$ cat config.mk
export PLATFORM = sky130hd
export DESIGN_NAME = i2c_io_expander
export DESIGN_NICKNAME = d
export VERILOG_FILES = /design/src/common/i2c_bus_pkg.sv /design/src/common/io_port_pkg.sv /design/src/i2c_slave/i2c_byte_engine.sv /design/src/verilog/bus_sampler.sv /design/src/verilog/i2c_io_expander.sv /design/src/verilog/io_port_regs.sv
export SDC_FILE = /design/constraint.sdc
export NUM_CORES = 1
export LEC_CHECK = 0
export ABC_AREA = 1
export BUFFER_PORTS_ARGS = -buffer_cell sky130_fd_sc_hd__buf_4
export CORE_MARGIN = 8
export CORE_UTILIZATION = 57
export CTS_BUF_LIST = sky130_fd_sc_hd__clkbuf_16
export CTS_CLUSTER_SIZE = 8
export DETAILED_ROUTE_END_ITERATION = 10
export GPL_TIMING_DRIVEN = 0
export PLACE_DENSITY = 0.89
export SYNTH_ARGS = -nofsm -noshare
export SYNTH_HDL_FRONTEND = slang
export SYNTH_SLANG_ARGS = --single-unit
$ cat constraint.sdc
create_clock -name SCL -period 2 [get_ports SCL]
set_input_delay 0.4 -clock SCL [delete_from_list [all_inputs] [get_ports SCL]]
set_output_delay 0.4 -clock SCL [all_outputs]
set_load 0.01 [all_outputs]
$ cat src/common/i2c_bus_pkg.sv
// bus-side definitions for the I2C port expander, imported by the sampler, the engine and the checker
package i2c_bus_pkg;

    // 7-bit device address, matched against the first byte of every transfer
    localparam logic [6:0] slave_address = 7'h27;

    // one set of bus observations per SCL cycle, all taken from synchronized lines
    typedef struct packed {
        logic scl_rise;  // one-cycle strobe when bus_scl goes high
        logic scl_fall;  // one-cycle strobe when bus_scl goes low
        logic start;     // sda fell while scl was high, repeated starts included
        logic stop;      // sda rose while scl was high
        logic sda;       // synchronized data level, the wired-AND of all drivers
    } bus_event_t;

    // first byte of a transfer carries the address in the upper seven bits
    typedef struct packed {
        logic [6:0] addr;  // target device address, sent msb first
        logic       rw;    // high selects a read transfer
    } addr_byte_t;

    // the same eight bits are read either as an address byte or as plain data
    typedef union packed {
        addr_byte_t addr_byte;  // decoded only for the first byte after a start
        logic [7:0] data_byte;  // every later byte, written to or read from the port
    } i2c_byte_t;

endpackage

$ cat src/common/io_port_pkg.sv
// port-side definitions shared by the byte engine, the port register and the top level
package io_port_pkg;

    // number of output pins, one I2C data byte wide
    localparam int port_width = 8;

    // write request from the protocol engine to the port register
    typedef struct packed {
        logic                  strobe;  // high for the one cycle that loads the port
        logic [port_width-1:0] value;   // byte received from the master
    } port_write_t;

endpackage

$ cat src/i2c_slave/i2c_byte_engine.sv
// I2C slave protocol engine: counts bits, matches the address, acks, and moves port bytes
module i2c_byte_engine
    import i2c_bus_pkg::*;
    import io_port_pkg::*;
(
    input  logic                  SCL,
    input  logic                  reset,
    input  bus_event_t            events,        // strobes and sda level from the sampler
    input  logic [port_width-1:0] port_value,    // current port state, shifted out on reads
    output port_write_t           port_write,    // load request for the port register
    output logic                  sda_pull_low   // high pulls the open-drain sda line low
);

    logic       in_transfer;  // between a start and the following stop
    logic [3:0] bit_cnt;      // 7 down to 0 for data bits, 15 is the ack slot, 8 waits after start
    logic       data_phase;   // low while the address byte is on the bus
    logic       addr_match;   // the address byte named this device
    logic       op_read;      // rw bit of the address byte
    logic       got_ack;      // master acked the last byte, our own address ack counts too
    i2c_byte_t  shift_reg;    // received byte, or the byte being sent on a read
    logic       drive_q;      // drive level held between fall strobes
    logic       drive_d;      // drive level for the coming bit period
    logic       ack_slot;
    logic       addr_hit;
    logic       read_active;
    logic       read_data;

    assign ack_slot    = (bit_cnt == 4'hf);
    assign addr_hit    = (shift_reg.addr_byte.addr == slave_address);
    assign read_active = addr_match & op_read & got_ack;  // master still wants bytes
    assign read_data   = data_phase & read_active;

    // the drive for the next bit is worked out here so that sda moves in the very cycle
    // the fall strobe arrives, which leaves the master the whole low half for setup
    always_comb
    begin
        drive_d = drive_q;
        if (events.start | events.stop)
            drive_d = 1'b0;  // a bus condition always releases the line
        else if (events.scl_fall & in_transfer)
        begin
            if (bit_cnt == 4'h0)
            begin
                // entering the ack slot: ack our address, and every byte of a matched write
                if (data_phase)
                    drive_d = addr_match & ~op_read;
                else
                    drive_d = addr_hit;
            end
            else if (ack_slot)
                drive_d = read_active & ~port_value[port_width-1];  // msb of a fresh read byte
            else
                drive_d = read_data & ~shift_reg.data_byte[6];  // next bit once this one shifts
        end
    end

    assign sda_pull_low = drive_d;

    // the write leaves on the fall that ends the eighth data bit, the port loads one cycle later
    always_comb
    begin
        port_write.strobe = events.scl_fall & in_transfer & ~events.start & ~events.stop
                          & data_phase & addr_match & ~op_read & (bit_cnt == 4'h0);
        port_write.value  = shift_reg.data_byte;
    end

    // protocol control state
    always_ff @(posedge SCL)
    begin
        if (reset)
        begin
            in_transfer <= 1'b0;
            bit_cnt     <= 4'h8;
            data_phase  <= 1'b0;
            addr_match  <= 1'b0;
            op_read     <= 1'b0;
            got_ack     <= 1'b0;
            drive_q     <= 1'b0;
        end
        else
        begin
            drive_q <= drive_d;
            if (events.start)
            begin
                // any start, repeated or not, goes back to the address byte
                in_transfer <= 1'b1;
                bit_cnt     <= 4'h8;  // the fall that closes the start brings bit 7
                data_phase  <= 1'b0;
                addr_match  <= 1'b0;
                op_read     <= 1'b0;
                got_ack     <= 1'b0;
            end
            else if (events.stop)
                in_transfer <= 1'b0;
            else if (in_transfer)
            begin
                // a nack on a read sticks until the next start
                if (events.scl_rise & ack_slot)
                    got_ack <= ~events.sda & (got_ack | ~data_phase);
                if (events.scl_fall)
                begin
                    if (ack_slot)
                    begin
                        bit_cnt    <= 4'h7;
                        data_phase <= 1'b1;
                    end
                    else
                    begin
                        bit_cnt <= bit_cnt - 4'h1;  // 0 wraps to 15, the ack slot
                        if ((bit_cnt == 4'h0) & ~data_phase)
                        begin
                            addr_match <= addr_hit;
                            op_read    <= shift_reg.addr_byte.rw;
                        end
                    end
                end
            end
        end
    end

    // shift register, filled from sda on writes and emptied msb first on reads
    always_ff @(posedge SCL)
    begin
        if (in_transfer & ~events.start & ~events.stop)
        begin
            if (events.scl_rise & ~ack_slot & ~read_data)
                shift_reg.data_byte <= {shift_reg.data_byte[6:0], events.sda};
            else if (events.scl_fall & ack_slot & read_active)
                shift_reg.data_byte <= port_value;  // reload for every acked read byte
            else if (events.scl_fall & ~ack_slot & read_data)
                shift_reg.data_byte <= {shift_reg.data_byte[6:0], 1'b0};
        end
    end

endmodule

$ cat src/verilog/bus_sampler.sv
// samples the raw bus lines on SCL and reports edges, start and stop to the byte engine
module bus_sampler
    import i2c_bus_pkg::*;
(
    input  logic       SCL,
    input  logic       reset,
    input  logic       bus_scl,   // bus clock line, asynchronous to SCL
    input  logic       bus_sda,   // bus data line, asynchronous to SCL
    output bus_event_t events
);

    logic scl_meta;  // first synchronizer stage, may go metastable
    logic scl_sync;  // second stage, safe to use
    logic scl_prev;  // previous synchronized value for edge detection
    logic sda_meta;
    logic sda_sync;
    logic sda_prev;

    // two-flop synchronizers, reset to the idle bus level so no edge is seen at startup
    always_ff @(posedge SCL)
    begin
        if (reset)
        begin
            scl_meta <= 1'b1;
            scl_sync <= 1'b1;
            sda_meta <= 1'b1;
            sda_sync <= 1'b1;
        end
        else
        begin
            scl_meta <= bus_scl;
            scl_sync <= scl_meta;
            sda_meta <= bus_sda;
            sda_sync <= sda_meta;
        end
    end

    // the third flop holds last cycle's lines and registers the events together,
    // so a pin change shows up here exactly three cycles later
    always_ff @(posedge SCL)
    begin
        if (reset)
        begin
            scl_prev <= 1'b1;
            sda_prev <= 1'b1;
            events   <= '{scl_rise: 1'b0, scl_fall: 1'b0, start: 1'b0, stop: 1'b0, sda: 1'b1};
        end
        else
        begin
            scl_prev        <= scl_sync;
            sda_prev        <= sda_sync;
            events.scl_rise <= scl_sync & ~scl_prev;
            events.scl_fall <= ~scl_sync & scl_prev;
            // data may only move while scl is low, so an sda edge with scl high both before
            // and after is a start or a stop
            events.start    <= scl_sync & scl_prev & sda_prev & ~sda_sync;
            events.stop     <= scl_sync & scl_prev & ~sda_prev & sda_sync;
            events.sda      <= sda_sync;  // level handed on with the same latency as the strobes
        end
    end

endmodule

$ cat src/verilog/i2c_io_expander.sv
// top level of the I2C output port expander, wiring sampler, byte engine and port register
module i2c_io_expander
    import i2c_bus_pkg::*;
    import io_port_pkg::*;
(
    input  logic                  SCL,
    input  logic                  reset,
    input  logic                  bus_scl,       // bus clock from the master
    input  logic                  bus_sda,       // wired-AND data line as seen at the pin
    output logic                  sda_pull_low,  // open-drain enable, high means pull low
    output logic [port_width-1:0] io_out         // output pins
);

    bus_event_t  bus_events;   // sampler to engine
    port_write_t eng_write;    // engine to port register

    bus_sampler sampler0 (
        .SCL     (SCL),
        .reset   (reset),
        .bus_scl (bus_scl),
        .bus_sda (bus_sda),
        .events  (bus_events)
    );

    // the engine reads the pins back directly for read transfers
    i2c_byte_engine engine0 (
        .SCL          (SCL),
        .reset        (reset),
        .events       (bus_events),
        .port_value   (io_out),
        .port_write   (eng_write),
        .sda_pull_low (sda_pull_low)
    );

    io_port_regs port0 (
        .SCL        (SCL),
        .reset      (reset),
        .port_write (eng_write),
        .port_value (io_out)
    );

endmodule

$ cat src/verilog/io_port_regs.sv
// output port register of the expander, loaded by the byte engine and read back on I2C reads
module io_port_regs
    import io_port_pkg::*;
(
    input  logic                  SCL,
    input  logic                  reset,
    input  port_write_t           port_write,  // one-cycle load request from the engine
    output logic [port_width-1:0] port_value   // drives the pins and feeds reads
);

    logic [port_width-1:0] port_q;  // pin state, untouched by restarts and bus errors

    // only a completed write byte moves the pins, so an aborted transfer leaves them alone
    always_ff @(posedge SCL)
    begin
        if (reset)
            port_q <= '0;  // pins come up low
        else if (port_write.strobe)
            port_q <= port_write.value;
    end

    assign port_value = port_q;

endmodule
==> results.py <==
metrics = {
    "final_layout": {
        "fin_cells": 230,
        "fillCellCount": 174,
        "multi_input_area_sq_um": 651,
        "area_delta_synth_final_pct": 23.6,
        "regArea_sq_um": 812,
        "drive_gt1_share_pct": 29.0,
        "finalNetCount": 205,
        "final_area_sq_mm": 0.00189,
        "n_antenna_cell": 0,
    },
    "worst_setup_path": {
        "worstPathRequired_ns": 1.60,
        "reg2reg_to": "engine0.shift_reg[2]$_DFFE_PP_",
        "arrival_ns": 1.53,
        "r2r-start": "engine0.bit_cnt[1]$_SDFFE_PP0P_",
        "rrSetupSlack_ns": 0.13,
        "crit_end": "sda_pull_low",
        "worstSetupPathType": "reg2out",
        "cp_max_fo": 5,
        "end_kind": "output pin",
        "crit_path_start": "engine0.bit_cnt[1]$_SDFFE_PP0P_",
        "startpoint_type": "flop",
        "r2r_cells": 6,
    },
    "drt": {
        "drt_first_iter_violations": 83,
        "routed_wirelength_um": 3620,
        "routedWlPerCell_um": 15.8,
        "viasPerCell": 5.64,
        "antenna_left": 0,
        "drc": 0,
        "drt_first_pass_iters": 4,
        "vias": 1297,
    },
    "grt": {
        "grt_usage_pct": 16.3,
        "gr-total-overflow": 0,
        "grt_max_degree": 11,
        "antenna_found_initial": 0,
        "grt_pass1_wl_um": 5610,
        "first_global_vias": 1305,
    },
    "place": {
        "post-dp-hpwl_um": 2330,
        "place.gp.congestion": 0.906,
        "port_buffers": 11,
        "dp.cells": 217,
        "postPlaceCellArea_sq_mm": 0.00165,
    },
    "synth": {
        "synthCells": 176,
        "yosysWarnings": 0,
        "synth-edff-count": 8,
        "async_flop_share_pct": 0,
        "seq_area_frac_synth_pct": 52.3,
        "synth_fp_nets": 182,
        "ys.flop_type": "dfxtp_1",
        "syn_area_sq_mm": 0.00153,
        "synth-seq-cells": 36,
        "yosysUniqueCellTypes": 31,
        "syn_avg_cell_area_sq_um": 8.70,
    },
    "min_path": {
        "holdCritPathClass": "in2reg",
    },
    "pwr": {
        "p_leak_nw": 0.813,
        "totalPowerFinal_mw": 1.50,
        "peakVddDrop_mv": 0.747,
        "p_per_area_mw_per_mm2": 793,
    },
    "floorplan": {
        "io_pins": 13,
        "dieArea_sq_mm": 0.00460,
        "core-area_sq_mm": 0.00252,
        "core.rowCount": 18,
        "chipWidth_um": 67.8,
        "initial_core_util_pct": 60.7,
        "fp.dieH_um": 67.8,
    },
    "sta": {
        "finalSetupTns_ns": 0,
        "slew_viol_final": 0,
        "post-route-period-util_pct": 96.6,
        "worst_hold_slack_ns": 0.306,
        "finalCriticalPeriod_ns": 1.93,
        "relSlewSlack_pct": 62.3,
        "finalClockSkew_ns": 0.00305,
        "max_freq_ghz": 0.517,
        "hold_viol": 0,
        "tightest_slew_ns": 0.564,
        "setup_violations": 0,
    },
    "clocking": {
        "worstSkewPairLatency_ns": 0.28,
        "clk_pin_slew_ns": 0.05,
        "cts.path.max_buffers": 2,
        "cts_root_buf": "clkbuf_16",
        "cts_tree": "built",
        "cts_hold_buf": 0,
        "htreeDepth": 2,
        "clkSinkCount": 36,
        "cts_buffers": 5,
    },
    "run_status": {
        "status": "finished clean",
    },
    "run": {
        "drv_cap": 0,
    },
}
area by class of cell:
cell class | count | area share [%]
multi-input cells | 109 | 34.4
clock inverters | 3 | 0.595
well taps | 30 | 1.98
plain buffers | 4 | 1.65
clock buffers | 5 | 6.61
repair buffers | 16 | 6.54
inverters | 27 | 5.35
flip-flops and latches | 36 | 42.9
kinds of logic after synthesis:
family / after synthesis / share of synthesized area, %
buffers and inverters: 31 / 8.66
AND/OR/NAND/NOR: 64 / 20.9
AO/OA/AOI/OAI: 43 / 16.5
adder cells (fa/ha/maj): 2 / 1.63
flip-flops: 36 / 52.3
where the power goes:
group,internal [mW],switching [mW],total (mW)
logic,0.0142,0.0232,0.0374
clock network,0.447,0.263,0.710
registers,0.748,0.00622,0.755
total,1.21,0.292,1.50
cell usage in the layout, fill, tap and decap left out, types with 5 or more instances in the layout:
master	synthesis	layout
o21ai_1	6	6
buf_4	0	15
clkbuf_16	0	5
nor2_1	11	10
a21oi_1	16	15
o21ai_0	11	11
inv_1	25	25
nand3_1	7	6
nand2_1	29	26
dfxtp_1	28	23
edfxtp_1	8	8
worst max-delay path: stages (launching register included):
cell and delay [ns]:
dfxtp_4 0.37, ha_4 0.14, nand3_4 0.12, nand2_2 0.10
inv_2 0.04, nand2_2 0.04, nand3_1 0.06, nand2_1 0.09
nand2_1 0.07, nand2_2 0.09, inv_2 0.04, buf_6 0.11
worst min path at each step:
stage | startpoint | to | slack, ns | depth (start not counted)
after floorplan | sampler0.scl_meta$_SDFF_PP1_ | sampler0.scl_sync$_SDFF_PP1_ | 0.39 | 1
after detailed placement | sampler0.scl_meta$_SDFF_PP1_ | sampler0.scl_sync$_SDFF_PP1_ | 0.39 | 1
after global routing | bus_scl | sampler0.scl_meta$_SDFF_PP1_ | 0.30 | 2
after CTS | bus_scl | sampler0.scl_meta$_SDFF_PP1_ | 0.30 | 2
after global placement | sampler0.scl_meta$_SDFF_PP1_ | sampler0.scl_sync$_SDFF_PP1_ | 0.40 | 1
final | bus_scl | sampler0.scl_meta$_SDFF_PP1_ | 0.31 | 2
cells in the mapped netlist, types with 2 or more instances:
cell	count	area share, %
or2_2	4	1.6
a21oi_1	16	5.2
ha_1	2	1.6
nand3_2	2	1.3
o21ai_0	11	3.6
nor3_1	2	0.65
nand3_1	7	2.3
buf_6	2	1.5
nor2_2	2	0.82
edfxtp_1	8	16
nor2_4	2	1.5
nand2_1	29	7.1
o21ai_1	6	2.0
dfxtp_1	28	37
inv_2	2	0.49
o211a_1	2	1.3
inv_1	25	6.1
o21ai_2	3	1.7
nor2_1	11	2.7
timing repair:
item / 4_1_cts / 5_1_grt
buffers inserted: 1 / 4
setup endpoints to repair: 9 / 9
pin swaps: 0 / 4
gates resized for setup: 5 / 17
layer usage:
layer  part of all wire (%)  up-vias  GRT usage [%]
met1                     38      598           16.7
met5                      0        -              0
met2                     50       55           28.0
met3                    7.8       19           7.19
met4                    4.6        0           7.67
li1                       -      625              -
metrics by stage:
| stage | setup slack (ns) | util [%] |
|---|---|---|
| after CTS | 0.00121 | 71.9 |
| after floorplan | 0.193 | - |
| final | 0.0675 | 75.0 |
| after detailed placement | -0.165 | 65.5 |
| after global routing | -0.00899 | 75.0 |
| after global placement | -0.0897 | 65.5 |
Power figures use the tool's default switching activity.
